File: src/riscv_dm_settings.svh
`ifndef RISCV_DM_SETTINGS_SVH
`define RISCV_DM_SETTINGS_SVH

// Width of the Wishbone byte address.
`define RISCV_DM_ADDR_W 64

// Log2 of the number of doublewords kept in the memory window.
// With the default of 10 the window holds 8 KiB.
`define RISCV_DM_WORDS_LOG2 10

// Number of byte lanes, one storage bank per lane.
`define RISCV_DM_LANES 8

// Width of the byte offset inside one doubleword.
`define RISCV_DM_OFS_W $clog2(`RISCV_DM_LANES)

// Width of one lane in bits.
`define RISCV_DM_LANE_W 8

`endif

File: src/riscv_dm_pkg.sv
`include "riscv_dm_settings.svh"

package riscv_dm_pkg;

  // Access size of a load or store.
  typedef enum logic [1:0]
  {
    mem_byte   = 2'd0,                        // One byte.
    mem_half   = 2'd1,                        // Two bytes.
    mem_word   = 2'd2,                        // Four bytes.
    mem_double = 2'd3                         // Eight bytes.
  } mem_size_e;

  typedef logic [`RISCV_DM_LANES-1:0] lane_mask_t;   // One write enable per byte lane.

  typedef logic [`RISCV_DM_LANES*`RISCV_DM_LANE_W-1:0] dword_t;  // Full data word.

  // Number of bytes moved by an access of the given size.
  function automatic logic [3:0] size_bytes(mem_size_e size);
    case (size)
      mem_byte:
        size_bytes = 4'd1;
      mem_half:
        size_bytes = 4'd2;
      mem_word:
        size_bytes = 4'd4;
      default:
        size_bytes = 4'd8;
    endcase
  endfunction

endpackage

File: src/riscv_dm_load_extract.sv
`timescale 1ns/1ns
`include "riscv_dm_settings.svh"

module riscv_dm_load_extract (
  input  riscv_dm_pkg::dword_t        i_lane_rdata,
  input  logic [`RISCV_DM_OFS_W-1:0]  i_offset,
  input  riscv_dm_pkg::mem_size_e     i_size,
  input  logic                        i_unsigned,
  output riscv_dm_pkg::dword_t        o_rdata
);

  logic [2*$bits(riscv_dm_pkg::dword_t)-1:0] rdata_dbl;
  riscv_dm_pkg::dword_t                      aligned;
  logic                                      sign_bit;

  // Rotate right by the offset so the addressed byte becomes byte 0.
  assign rdata_dbl = {i_lane_rdata, i_lane_rdata} >> {i_offset, 3'b000};
  assign aligned   = rdata_dbl[$bits(riscv_dm_pkg::dword_t)-1:0];

  // Top bit of the kept part selects the fill for signed loads.
  always_comb
  begin
    case (i_size)
      riscv_dm_pkg::mem_byte:
        sign_bit = aligned[7];
      riscv_dm_pkg::mem_half:
        sign_bit = aligned[15];
      riscv_dm_pkg::mem_word:
        sign_bit = aligned[31];
      default:
        sign_bit = aligned[63];
    endcase
  end

  // Keep the access size and fill the rest.
  always_comb
  begin
    case (i_size)
      riscv_dm_pkg::mem_byte:
      begin
        o_rdata = {{56{sign_bit & ~i_unsigned}}, aligned[7:0]};    // LB or LBU.
      end
      riscv_dm_pkg::mem_half:
      begin
        o_rdata = {{48{sign_bit & ~i_unsigned}}, aligned[15:0]};   // LH or LHU.
      end
      riscv_dm_pkg::mem_word:
      begin
        o_rdata = {{32{sign_bit & ~i_unsigned}}, aligned[31:0]};   // LW or LWU.
      end
      default:
      begin
        o_rdata = aligned;                       // LD has nothing to extend.
      end
    endcase
  end

endmodule

File: config.mk
export PLATFORM = sky130hd
export DESIGN_NAME = riscv_dm_load_extract
export DESIGN_NICKNAME = d
export VERILOG_FILES = /design/src/riscv_dm_pkg.sv /design/src/riscv_dm_load_extract.sv
export VERILOG_INCLUDE_DIRS = /design/src
export SDC_FILE = /design/constraint.sdc
export NUM_CORES = 1
export LEC_CHECK = 0
export BUFFER_PORTS_ARGS = -buffer_cell sky130_fd_sc_hd__buf_2
export CAP_MARGIN = 30
export CORE_ASPECT_RATIO = 0.75
export CORE_MARGIN = 2
export CORE_UTILIZATION = 43
export DETAILED_ROUTE_END_ITERATION = 6
export MAX_ROUTING_LAYER = met4
export PLACE_DENSITY = 0.76
export SYNTH_ARGS = -nofsm -noshare
export SYNTH_HDL_FRONTEND = slang
export SYNTH_SLANG_ARGS = --single-unit
File: constraint.sdc
create_clock -name vclk -period 1.6
set_clock_uncertainty 0.05 [all_clocks]
set_input_delay 0 -clock vclk [all_inputs]
set_output_delay 0 -clock vclk [all_outputs]
set_load 0.03 [all_outputs]
==> flow_summary_export.csv <==
group,metric,value,unit
die,start_util,0.4520,
die,dieArea,6872,sq um
global_route,grt_use_total,0.2858,
finish,regArea,0,sq um
status,status,"finished with violations",
placed_design,post-dp-hpwl,7523,um
finish,fin_nets,591,
sta,grt_setup_unrepaired,"true",
placed_design,placement.io_buffers,134,
synthesis,syn_avg_cell_area,7.111,sq um
synthesis,netlist_instances,376,
synthesis,synth_nets,446,
finish,layout-drive-gt1-share,0.5260,
sta,tightest_slew,0.4955,ns
worst_setup_path,cp-start-kind,"primary input",
die,core,5916,sq um
synthesis,yosysTopAreaCell,"mux2i_1",
job,max_cap_violations,0,
die,io_pins,134,
synthesis,synth_top_cell_area_share,0.2583,
finish,clock_buffer_count,0,
synthesis,netlist_area,2674,sq um
worst_setup_path,required,1.55,ns
die,die_h,72.29,um
synthesis,ys.warnings.count,0,
placed_design,place.gp.congestion,0.9539,
clock_tree,hold_buffers,0,
sta,finalCriticalPeriod,1.730,ns
sta,setup_ws,-0.1297,ns
hold_path,worstHoldPathCells,4,
sta,finalHoldViolCount,0,
global_route,grt_pass1_wl,15500,um
hold_path,holdCritPathClass,"primary input to output pin",
drt,first_pass_iters,4,
drt,ant_nets,0,
sta,fmax,0.5781,GHz
drt,dr_total_vias,3499,
worst_setup_path,path_class,"primary input to output pin",
finish,seq_cells,0,
global_route,antenna_found_initial,0,
sta,slew_headroom,0.6696,
power_and_ir_drop,ir_worst_vdd,0.2466,mV
sta,hold-worst-slack,0.4714,ns
power_and_ir_drop,p_leak,2.035,nW
finish,antennaDiodeCount,0,
synthesis,yosys-top-cells-count,"mux2i_1 (69), a21oi_1 (51), nand2_1 (50)",
synthesis,yosysMostFrequentCell,"mux2i_1",
worst_setup_path,worst-path-max-fanout,8,
global_route,overflow,0,
die,rows,24,
worst_setup_path,cp_data_arrival_time,1.68,ns
drt,vias_per_cell,5.861,
clock_tree,post_cts_buffers,0,
drt,drcViolationCount,0,
synthesis,synth_cell_types,30,
sta,setup-violations-final,48,
synthesis,ys_top_cells_by_area,"mux2i_1 (26%), mux2_2 (10%), a21oi_1 (9.5%)",
global_route,grt_pass1_vias,3232,
die,die_w,95.06,um
sta,slew_viol_final,0,
power_and_ir_drop,power.density,521.9,nW/um^2
worst_setup_path,end_kind,"output pin",
drt,drtIter0Drc,183,
synthesis,ys_seq_area_frac,0,
finish,area_growth,64.39,%
drt,wl,10180,um
status,violations,"negative setup slack",
sta,period_share,1.081,
placed_design,pre_cts_slack,-0.2075,ns
drt,wl_per_cell,17.06,um
global_route,grt_max_degree,51,
-- cell families after synthesis --
family / after synthesis / synth area share
AO/OA/AOI/OAI: 125 / 0.3014
AND/OR/NAND/NOR: 106 / 0.1722
multiplexers: 104 / 0.4520
buffers and inverters: 41 / 0.07440
-- critical path, cell delays in order --
cell and delay [ns]:
buf_8 0.12, mux2i_2 0.16, a222oi_1 0.39, nand3_1 0.21, o211a_4 0.35, buf_16 0.17
a21oi_4 0.13, buf_6 0.15
-- per-stage QoR --
stage	instances	TNS, ns	total power, mW	util	instance area, sq um
finish	597	-4.504	2.294	0.7430	4395
global route	597	-11.22	2.417	0.7430	4395
CTS	596	-3.562	2.242	0.7329	4335
detailed placement	594	-7.326	1.913	0.6529	3862
global placement	594	-5.175	1.884	0.6529	3862
floorplan	376	-1.189	1.326	-	2856
-- layer usage --
metal | vias up | global-route usage | wire length [um]
met5 | - | - | 0
met4 | 0 | 0.07568 | 270
met3 | 22 | 0.01765 | 672
met2 | 160 | 0.5067 | 5095
met1 | 1624 | 0.3547 | 4146
li1 | 1693 | - | -
-- cell usage in the layout (no fill, tap or decap), types with 7 or more instances in the layout --
master / n
buf_2: 83
mux2i_1: 67
buf_6: 46
buf_4: 42
a21oi_1: 40
nand2_1: 34
nor2_1: 31
a21oi_4: 28
mux2_2: 24
nand2_2: 16
nor2b_1: 14
o211ai_1: 14
a211oi_1: 11
mux4_2: 11
o21ai_1: 10
buf_12: 7
-- where the power goes --
group          switching, mW  leakage [nW]  internal, mW  total (mW)
Combinational           1.31          2.03         0.989        2.29
Clock                      0             0             0           0
Sequential                 0             0             0           0
-- worst paths after layout --
path	start	endpoint	slack (ns)
max	i_offset[1]	o_rdata[50]	-0.13
min	i_size[0]	o_rdata[47]	0.47
-- final cells by class --
type / instances / area [sq um]
multi-input cells: 335 / 2806
repair buffers: 182 / 1484
inverters: 2 / 7.507
well taps: 78 / 97.59
fillers: 473 / 1520
-- what timing repair did --
action | 4_1_cts | 5_1_grt
setup endpoints to repair | 55 | 56
resized for setup | 128 | 8
gates cloned | 2 | 1
pin swaps | 3 | 4
Power figures use the tool's default switching activity.
