File: src/riscv_dm_settings.svh
`ifndef RISCV_DM_SETTINGS_SVH
`define RISCV_DM_SETTINGS_SVH

// Width of the Wishbone byte address.
`define RISCV_DM_ADDR_W 64

// Log2 of the number of doublewords kept in the memory window.
// With the default of 10 the window holds 8 KiB.
`define RISCV_DM_WORDS_LOG2 10

// Number of byte lanes, one storage bank per lane.
`define RISCV_DM_LANES 8

// Width of the byte offset inside one doubleword.
`define RISCV_DM_OFS_W $clog2(`RISCV_DM_LANES)

// Width of one lane in bits.
`define RISCV_DM_LANE_W 8

`endif

File: src/riscv_dm_pkg.sv
`include "riscv_dm_settings.svh"

package riscv_dm_pkg;

  // Access size of a load or store.
  typedef enum logic [1:0]
  {
    mem_byte   = 2'd0,                        // One byte.
    mem_half   = 2'd1,                        // Two bytes.
    mem_word   = 2'd2,                        // Four bytes.
    mem_double = 2'd3                         // Eight bytes.
  } mem_size_e;

  typedef logic [`RISCV_DM_LANES-1:0] lane_mask_t;   // One write enable per byte lane.

  typedef logic [`RISCV_DM_LANES*`RISCV_DM_LANE_W-1:0] dword_t;  // Full data word.

  // Number of bytes moved by an access of the given size.
  function automatic logic [3:0] size_bytes(mem_size_e size);
    case (size)
      mem_byte:
        size_bytes = 4'd1;
      mem_half:
        size_bytes = 4'd2;
      mem_word:
        size_bytes = 4'd4;
      default:
        size_bytes = 4'd8;
    endcase
  endfunction

endpackage

File: src/riscv_dm_bus_front.sv
`timescale 1ns/1ns
`include "riscv_dm_settings.svh"

module riscv_dm_bus_front (
  input  logic                            i_riscv_dm_rst,
  input  logic                            i_riscv_dm_clk_n,
  input  logic                            i_wb_cyc,
  input  logic                            i_wb_stb,
  input  logic                            i_wb_we,
  input  logic [`RISCV_DM_ADDR_W-1:0]     i_wb_adr,
  input  riscv_dm_pkg::dword_t            i_wb_dat,
  input  riscv_dm_pkg::mem_size_e         i_dm_size,
  input  logic                            i_dm_unsigned,
  output logic                            o_wb_ack,
  output logic                            o_wb_err,
  output riscv_dm_pkg::lane_mask_t        o_lane_we,
  output riscv_dm_pkg::dword_t            o_lane_wdata,
  output logic [`RISCV_DM_WORDS_LOG2-1:0] o_word_idx,
  output logic [`RISCV_DM_OFS_W-1:0]      o_ld_offset,
  output riscv_dm_pkg::mem_size_e         o_ld_size,
  output logic                            o_ld_unsigned
);

  // Lowest address bit above the memory window.
  localparam int WIN_TOP = `RISCV_DM_OFS_W + `RISCV_DM_WORDS_LOG2;

  logic [`RISCV_DM_OFS_W-1:0]   offset;
  logic [3:0]                   nbytes;
  logic                         in_range;
  logic                         fits;
  logic                         request;
  logic                         accept;
  riscv_dm_pkg::lane_mask_t     base_mask;
  logic [2*$bits(riscv_dm_pkg::dword_t)-1:0] wdata_dbl;

  assign offset     = i_wb_adr[`RISCV_DM_OFS_W-1:0];          // Byte lane of the first byte.
  assign o_word_idx = i_wb_adr[`RISCV_DM_OFS_W +: `RISCV_DM_WORDS_LOG2];

  // Every address bit above the window must be zero.
  assign in_range = (i_wb_adr[`RISCV_DM_ADDR_W-1:WIN_TOP] == '0);

  // The access must end inside the addressed doubleword.
  assign nbytes = riscv_dm_pkg::size_bytes(i_dm_size);
  assign fits   = (({1'b0, offset} + nbytes) <= 4'd8);

  // A new cycle starts only while no answer is being driven.
  assign request = i_wb_cyc & i_wb_stb & ~o_wb_ack & ~o_wb_err;
  assign accept  = request & in_range & fits;

  always_comb
  begin
    case (i_dm_size)
      riscv_dm_pkg::mem_byte:
        base_mask = 8'h01;
      riscv_dm_pkg::mem_half:
        base_mask = 8'h03;
      riscv_dm_pkg::mem_word:
        base_mask = 8'h0f;
      default:
        base_mask = 8'hff;
    endcase
  end

  // The mask never wraps because crossing accesses are refused.
  assign o_lane_we = (accept & i_wb_we) ? riscv_dm_pkg::lane_mask_t'(base_mask << offset) : '0;

  // Rotate left by the offset so data byte 0 lands in the addressed lane.
  assign wdata_dbl    = {i_wb_dat, i_wb_dat} << {offset, 3'b000};
  assign o_lane_wdata = wdata_dbl[$bits(wdata_dbl)-1 -: $bits(riscv_dm_pkg::dword_t)];

  always_ff @(posedge i_riscv_dm_rst or negedge i_riscv_dm_clk_n)
  begin
    if (!i_riscv_dm_clk_n)
    begin
      o_wb_ack <= 1'b0;
      o_wb_err <= 1'b0;
    end
    else
    begin
      o_wb_ack <= accept;                        // Good cycles are answered next period.
      o_wb_err <= request & ~accept;             // Refused cycles get an error instead.
    end
  end

  // Load context for the extractor during the answer cycle.
  always_ff @(posedge i_riscv_dm_rst)
  begin
    if (request)
    begin
      o_ld_offset   <= offset;
      o_ld_size     <= i_dm_size;
      o_ld_unsigned <= i_dm_unsigned;
    end
  end

endmodule

File: config.mk
export PLATFORM = sky130hd
export DESIGN_NAME = riscv_dm_bus_front
export DESIGN_NICKNAME = d
export VERILOG_FILES = /design/src/riscv_dm_pkg.sv /design/src/riscv_dm_bus_front.sv
export VERILOG_INCLUDE_DIRS = /design/src
export SDC_FILE = /design/constraint.sdc
export NUM_CORES = 1
export LEC_CHECK = 0
export ABC_CLOCK_PERIOD_IN_PS = 2730
export BUFFER_PORTS_ARGS = -buffer_cell sky130_fd_sc_hd__buf_4
export CAP_MARGIN = 0
export CORE_MARGIN = 2
export CORE_UTILIZATION = 43
export DETAILED_ROUTE_END_ITERATION = 6
export GPL_TIMING_DRIVEN = 0
export PLACE_DENSITY = 0.9
export SETUP_SLACK_MARGIN = 0.3
export SLEW_MARGIN = 20
export SYNTH_ARGS = -nofsm -noshare
export SYNTH_HDL_FRONTEND = slang
export SYNTH_SLANG_ARGS = --single-unit
File: constraint.sdc
create_clock -name i_riscv_dm_rst -period 2.73 [get_ports i_riscv_dm_rst]
set_clock_uncertainty 0.15 [all_clocks]
set_input_delay 0.273 -clock i_riscv_dm_rst [delete_from_list [all_inputs] [get_ports i_riscv_dm_rst]]
set_output_delay 0.273 -clock i_riscv_dm_rst [all_outputs]
set_load 0.005 [all_outputs]
==> impl_metrics.py, run 1 <==
metrics = {
    "worst_setup_path": {
        "crit_slowest_cell": "sky130_fd_sc_hd__fa_2",
        "crit_path_required_time_ps": 2310,
        "critical-path-max-stage-delay_ps": 510,
        "number_of_buffer_and_inverter_stages_on_the_critical_path": 6,
        "timing.critical_path.arrival_ps": 2150,
        "setup.worst_path.class": "in2out",
        "crit_family": "buffers and inverters",
        "start_kind": "primary input",
        "cell_chain_critical_path": "buf_8, buf_8, nor2_4, ha_4, inv_2, fa_2, nor3b_2, buf_4, nor3_4, buf_12, nor4_4, buf_4",
        "crit_path_max_fanout": 5,
        "crit_path_end_kind": "output pin",
    },
    "yosys": {
        "ys_ff_latch": 8,
        "syn_nets": 388,
        "synth_seq_area_share_pct": 7.34,
        "synth.yosys.warnings": 0,
        "synth.distinct_cells": 39,
        "postSynthAreaPerCell_um2": 12.6,
        "post_synth_inst_count": 248,
        "syn-cell-area_um2": 3140,
    },
    "detailed_routing": {
        "remaining_design_rule_violation_count": 0,
        "drt-pass1-iter-count": 4,
        "via_count": 3676,
        "route.antenna.remaining_nets": 0,
        "drt-vias-per-instance": 6.28,
        "detailedRoute.firstIterationViolations": 173,
        "postRouteWirelength_mm": 12.7,
        "wire_per_inst_um": 21.8,
    },
    "sta": {
        "hold_viol": 0,
        "final_total_negative_setup_slack_ps": 0,
        "relSlewSlack_pct": 56.4,
        "max_slew_violation_total_from_the_final_report": 0,
        "finalSetupViolCount": 0,
        "max_slew.worst_pin.slew_ps": 654,
        "fin_crit_ps": 2570,
        "rsz_0062_raised_after_global_routing": "yes",
        "clock.fmax_mhz": 389,
        "min_period_over_period_pct": 94.2,
    },
    "global_route": {
        "antenna_found_initial": 0,
        "grt_util_all_layers_pct": 29.9,
        "grt_pass1_vias": 3669,
        "grt-ovfl-total": 0,
        "maximum_number_of_pins_on_one_net_before_global_route_repair": 11,
        "grt_pass1_wl_mm": 18.2,
    },
    "power": {
        "vdd_drop_max_mv": 0.128,
        "leakage_nw": 2.24,
        "power.density_nw_per_um2": 245,
    },
    "place": {
        "dp_hpwl_mm": 9.75,
        "globalplace.congestion": 0.904,
        "io_buffers": 215,
        "place_inst": 562,
    },
    "clock_tree": {
        "cts_tree": "done",
        "insertion_delay_ps": 230,
        "cts_max_path_buffers": 2,
        "cts_inserted_buffers": 3,
        "h-tree-depth": 1,
        "clock_sinks": 8,
        "clk_root_buffer_cell": "sky130_fd_sc_hd__clkbuf_8",
        "clk_pin_slew_worst_paths_ps": 40,
    },
    "floorplanning": {
        "initial_core_util_pct": 43.9,
        "io_pins": 226,
        "std_cell_rows": 31,
        "coreArea_um2": 7140,
        "dieArea_um2": 7990,
        "fp.dieH_um": 89.4,
        "chipWidth_um": 89.4,
    },
    "final_layout": {
        "stdcell_count": 585,
        "fin_util_pct": 74.3,
        "finalNetCount": 627,
        "ratio_of_cells_with_drive_above_1_in_the_final_layout_pct": 86.2,
        "insertedDiodeCount": 0,
        "layout_overhead_on_the_synthesized_area_pct": 69.0,
    },
    "run_status": {
        "run_status": "completed",
    },
    "worst_hold_path": {
        "min_path_type": "in2reg",
    },
    "job": {
        "max_cap_violations": 0,
    },
}
==> cell usage after synthesis, drive strengths merged <==
| library cell | count | share of area (%) |
|---|---|---|
| or3 | 4 | 0.84 |
| a211oi | 2 | 0.48 |
| edfxtp | 6 | 5.7 |
| or4 | 5 | 1.4 |
| buf | 25 | 4.7 |
| nor3 | 10 | 1.9 |
| nand4bb | 1 | 0.52 |
| nor2b | 1 | 0.20 |
| dfrtp | 2 | 1.6 |
| or2 | 1 | 0.20 |
| nand4 | 3 | 0.60 |
| inv | 4 | 0.48 |
| a21o | 1 | 0.24 |
| nor4 | 11 | 2.2 |
| ha | 3 | 1.2 |
| nor2 | 7 | 0.84 |
| mux4 | 64 | 46 |
| a22oi | 1 | 0.24 |
| o22a | 1 | 0.28 |
| nand2b | 1 | 0.20 |
| nand2 | 2 | 0.24 |
| o32a | 1 | 0.32 |
| o21a | 4 | 0.96 |
| a311oi | 1 | 0.28 |
| clkbuf | 12 | 2.4 |
| fa | 1 | 0.64 |
| a21oi | 2 | 0.32 |
| xnor2 | 1 | 0.28 |
| nor3b | 1 | 0.24 |
| or4b | 1 | 0.32 |
| and4 | 2 | 0.64 |
| mux2 | 64 | 23 |
| o21ai | 3 | 0.48 |
==> stage by stage <==
stage	cell area [um^2]	total power, mW	worst slack, ps	hold WS (ps)
floorplan	3140	0.592	302	-173
global placement	4880	1.02	-179	-93.4
detailed placement	4880	1.05	-244	-94.2
CTS	5150	1.25	160	65.3
global route	5300	1.36	104	78.4
finish	5300	1.30	159	78.7
==> cells in the final DEF, fill, tap and decap left out, types with 3 or more instances in the layout <==
master	count
sky130_fd_sc_hd__mux4_2	64
sky130_fd_sc_hd__or4_1	3
sky130_fd_sc_hd__o21a_1	3
sky130_fd_sc_hd__nor3_2	8
sky130_fd_sc_hd__mux2_2	64
sky130_fd_sc_hd__clkbuf_1	6
sky130_fd_sc_hd__nor4_1	10
sky130_fd_sc_hd__buf_1	3
sky130_fd_sc_hd__buf_8	5
sky130_fd_sc_hd__nor2_1	5
sky130_fd_sc_hd__clkbuf_8	4
sky130_fd_sc_hd__or3_1	3
sky130_fd_sc_hd__edfxtp_1	6
sky130_fd_sc_hd__o21ai_0	3
sky130_fd_sc_hd__buf_4	246
sky130_fd_sc_hd__nand4_1	3
==> final cells by class <==
cell class	count	area, um^2
clock buffers	4	45.0
multi-input cells	200	2790
repair buffers	233	1790
plain buffers	37	307
fillers	507	1840
flip-flops and latches	8	230
well taps	99	124
inverters	4	17.5
==> sequential cells by signal, indices dropped and copies added (netlist names) <==
register and flops:
o_wb_ack 1, o_ld_offset 3, o_ld_size 2, o_ld_unsigned 1, o_wb_err 1
==> metal layers <==
metal,vias to the layer above,part of all wire [%],track usage [%]
met5,-,0,0
li1,1539,-,-
met2,274,55,55.2
met3,43,8.8,3.14
met1,1820,33,34.7
met4,0,3.3,13.3
==> cells by family after synthesis <==
family | Yosys count | share of synthesized area [%]
buf+inv | 41 | 7.62
fa+ha+maj | 4 | 1.84
compound gates | 16 | 3.59
mux | 128 | 69.0
flops | 8 | 7.34
simple gates | 50 | 10.4
xor+xnor | 1 | 0.279
==> repair_timing <==
item | in CTS | in global routing
endpoints found under the setup margin | 65 | 66
setup buffers | 7 | 10
pin swaps | 12 | 12
gates cloned | 1 | 0
hold buffers | 1 | 0
gates resized for setup | 37 | 18
hold endpoints to repair | 2 | 0
==> where the power goes <==
group          internal [mW]  total (mW)  switching, mW
combinational          0.620        1.01          0.391
sequential             0.137       0.138        0.00127
clock                  0.101       0.150         0.0485
total                  0.858        1.30          0.441
==> final timing paths <==
kind | to | slack (ps) | from | depth (start not counted)
max | o_lane_we[7] | 160 | i_dm_size[1] | 12
min | o_ld_size[0] | 80 | i_dm_size[0] | 1
max reg2reg | o_wb_err | 1100 | o_wb_err | 4
min reg2reg | o_wb_ack | 630 | o_wb_ack | 4
max in group asynchronous | o_wb_err | 2120 | i_riscv_dm_clk_n | 2
min in group asynchronous | o_wb_ack | 230 | i_riscv_dm_clk_n | 2
Note: power is estimated with default switching activity, not from simulation.
==> inputs of run 2 (changes only) <==
--- a/config.mk
+++ b/config.mk
@@ -6,7 +6,7 @@
 export SDC_FILE = /design/constraint.sdc
 export NUM_CORES = 1
 export LEC_CHECK = 0
-export ABC_CLOCK_PERIOD_IN_PS = 2730
+export ABC_CLOCK_PERIOD_IN_PS = 2900
 export BUFFER_PORTS_ARGS = -buffer_cell sky130_fd_sc_hd__buf_4
 export CAP_MARGIN = 0
 export CORE_MARGIN = 2
==> constraint.sdc (replaced) <==
create_clock -name i_riscv_dm_rst -period 2.9 [get_ports i_riscv_dm_rst]
set_clock_uncertainty 0.15 [all_clocks]
set_input_delay 0.29 -clock i_riscv_dm_rst [delete_from_list [all_inputs] [get_ports i_riscv_dm_rst]]
set_output_delay 0.29 -clock i_riscv_dm_rst [all_outputs]
set_load 0.005 [all_outputs]
==> impl_metrics.py, run 2 (synthesis gave the netlist of run 1 again) <==
metrics = {
    "final_layout": {
        "insertedDiodeCount": 0,
        "mostFrequentLayoutCells": "sky130_fd_sc_hd__buf_4 (233), sky130_fd_sc_hd__mux4_2 (64), sky130_fd_sc_hd__mux2_2 (64)",
        "filler_cell_count": 538,
        "max_flop_register": "o_ld_offset",
        "layout_commonest_cell": "sky130_fd_sc_hd__buf_4",
        "stdcell_count": 578,
        "largest_registers": "o_ld_offset x3, o_ld_size x2",
        "ratio_of_cells_with_drive_above_1_in_the_final_layout_pct": 85.2,
        "largest_reg_flops": 3,
        "finalNetCount": 620,
        "layout_overhead_on_the_synthesized_area_pct": 65.0,
    },
    "sta": {
        "finalSetupViolCount": 0,
        "rsz_0062_raised_after_global_routing": "yes",
        "layout_setup_ws_ps": 247,
        "fin_hold_ws_ps": 96.8,
        "final_total_negative_setup_slack_ps": 0,
        "max_slew.worst_pin.slew_ps": 728,
        "clock.fmax_mhz": 377,
        "fin_crit_ps": 2650,
        "min_period_over_period_pct": 91.5,
        "max_slew_violation_total_from_the_final_report": 0,
        "relSlewSlack_pct": 51.5,
        "hold_viol": 0,
    },
    "floorplanning": {
        "dieArea_um2": 7990,
        "std_cell_rows": 31,
        "chipWidth_um": 89.4,
        "fp.dieH_um": 89.4,
        "initial_core_util_pct": 43.9,
        "io_pins": 226,
        "coreArea_um2": 7140,
    },
    "global_route": {
        "grt_pass1_wl_mm": 18.8,
        "antenna_found_initial": 0,
        "grt_pass1_vias": 3704,
        "maximum_number_of_pins_on_one_net_before_global_route_repair": 11,
        "grt-ovfl-total": 0,
        "grt_util_all_layers_pct": 31.1,
    },
    "detailed_routing": {
        "route.antenna.remaining_nets": 0,
        "detailedRoute.firstIterationViolations": 194,
        "via_count": 3635,
        "postRouteWirelength_mm": 12.9,
        "drt-vias-per-instance": 6.29,
        "drt-pass1-iter-count": 4,
        "remaining_design_rule_violation_count": 0,
        "wire_per_inst_um": 22.2,
    },
    "clock_tree": {
        "cts_max_path_buffers": 2,
        "h-tree-depth": 1,
        "clock_sinks": 8,
        "cts_tree": "done",
        "clk_root_buffer_cell": "sky130_fd_sc_hd__clkbuf_8",
        "clk_pin_slew_worst_paths_ps": 40,
        "cts_inserted_buffers": 3,
        "insertion_delay_ps": 220,
    },
    "place": {
        "globalplace.congestion": 0.905,
        "preCtsSetupSlack_ps": -185,
        "io_buffers": 215,
        "place_inst": 562,
        "dp_hpwl_mm": 10.1,
    },
    "worst_setup_path": {
        "crit_path_required_time_ps": 2460,
        "crit_path_max_fanout": 10,
        "setup.worst_path.class": "in2out",
        "timing.critical_path.arrival_ps": 2210,
        "crit_path_end_kind": "output pin",
        "start_kind": "primary input",
    },
    "job": {
        "max_cap_violations": 0,
    },
    "power": {
        "leakage_nw": 2.18,
        "power.density_nw_per_um2": 231,
        "vdd_drop_max_mv": 0.121,
        "total_power_mw": 1.20,
    },
    "run_status": {
        "run_status": "completed",
    },
    "worst_hold_path": {
        "min_path_type": "in2reg",
    },
}
-- run 2: what timing repair did --
action / in CTS / in global routing
setup buffers: 5 / 5
cloned: 1 / 0
hold buffers: 1 / 0
gates resized for setup: 29 / 7
endpoints found under the hold margin: 2 / 0
pin swaps: 11 / 3
setup endpoints to repair: 9 / 19
-- run 2: final timing paths --
kind	depth (start not counted)	slack, ps	endpoint	from
worst max-delay path	11	250	o_lane_we[3]	i_wb_adr[1]
worst min-delay path	1	100	o_ld_unsigned	i_dm_unsigned
worst max register to register	4	1250	o_wb_err	o_wb_err
worst min register to register	4	650	o_wb_ack	o_wb_ack
max in group asynchronous	2	2270	o_wb_ack	i_riscv_dm_clk_n
min in group asynchronous	2	240	o_wb_err	i_riscv_dm_clk_n
-- run 2: area by class of cell --
type | count | area [um^2] | area share [%]
Multi-Input combinational cell | 200 | 2760 | 53.2
Buffer | 37 | 292 | 5.63
Tap cell | 99 | 124 | 2.39
Clock buffer | 4 | 45.0 | 0.870
Timing Repair Buffer | 226 | 1710 | 33.1
Sequential cell | 8 | 230 | 4.45
Inverter | 4 | 15.0 | 0.290
-- run 2: per-layer routing --
layer | global-route usage [%] | vias up | routed length (um)
met5 | 0 | - | 0
met4 | 11.8 | 0 | 530
met3 | 4.71 | 55 | 1170
met2 | 56.8 | 260 | 6860
met1 | 36.7 | 1793 | 4300
li1 | - | 1527 | -
-- run 2: through the flow --
stage	util, %	instance area (um^2)
after global placement	68.3	4870
after CTS	71.7	5120
final	72.5	5170
after global routing	72.5	5170
after floorplan	-	3140
after detailed placement	68.3	4870
-- run 2: worst max-delay path: stages --
cell                        delay (ps)
sky130_fd_sc_hd__buf_4             130
sky130_fd_sc_hd__buf_6             120
sky130_fd_sc_hd__clkbuf_16         160
sky130_fd_sc_hd__clkbuf_16         160
sky130_fd_sc_hd__inv_2              50
sky130_fd_sc_hd__fa_2              420
sky130_fd_sc_hd__nor3b_2           160
sky130_fd_sc_hd__buf_4             150
sky130_fd_sc_hd__nor3_4            330
sky130_fd_sc_hd__nor3_2             90
sky130_fd_sc_hd__buf_4             150
-- run 2: power by group --
| group | internal (mW) | switching [mW] |
|---|---|---|
| clock network | 0.0953 | 0.0448 |
| registers | 0.129 | 0.00115 |
| logic | 0.564 | 0.363 |
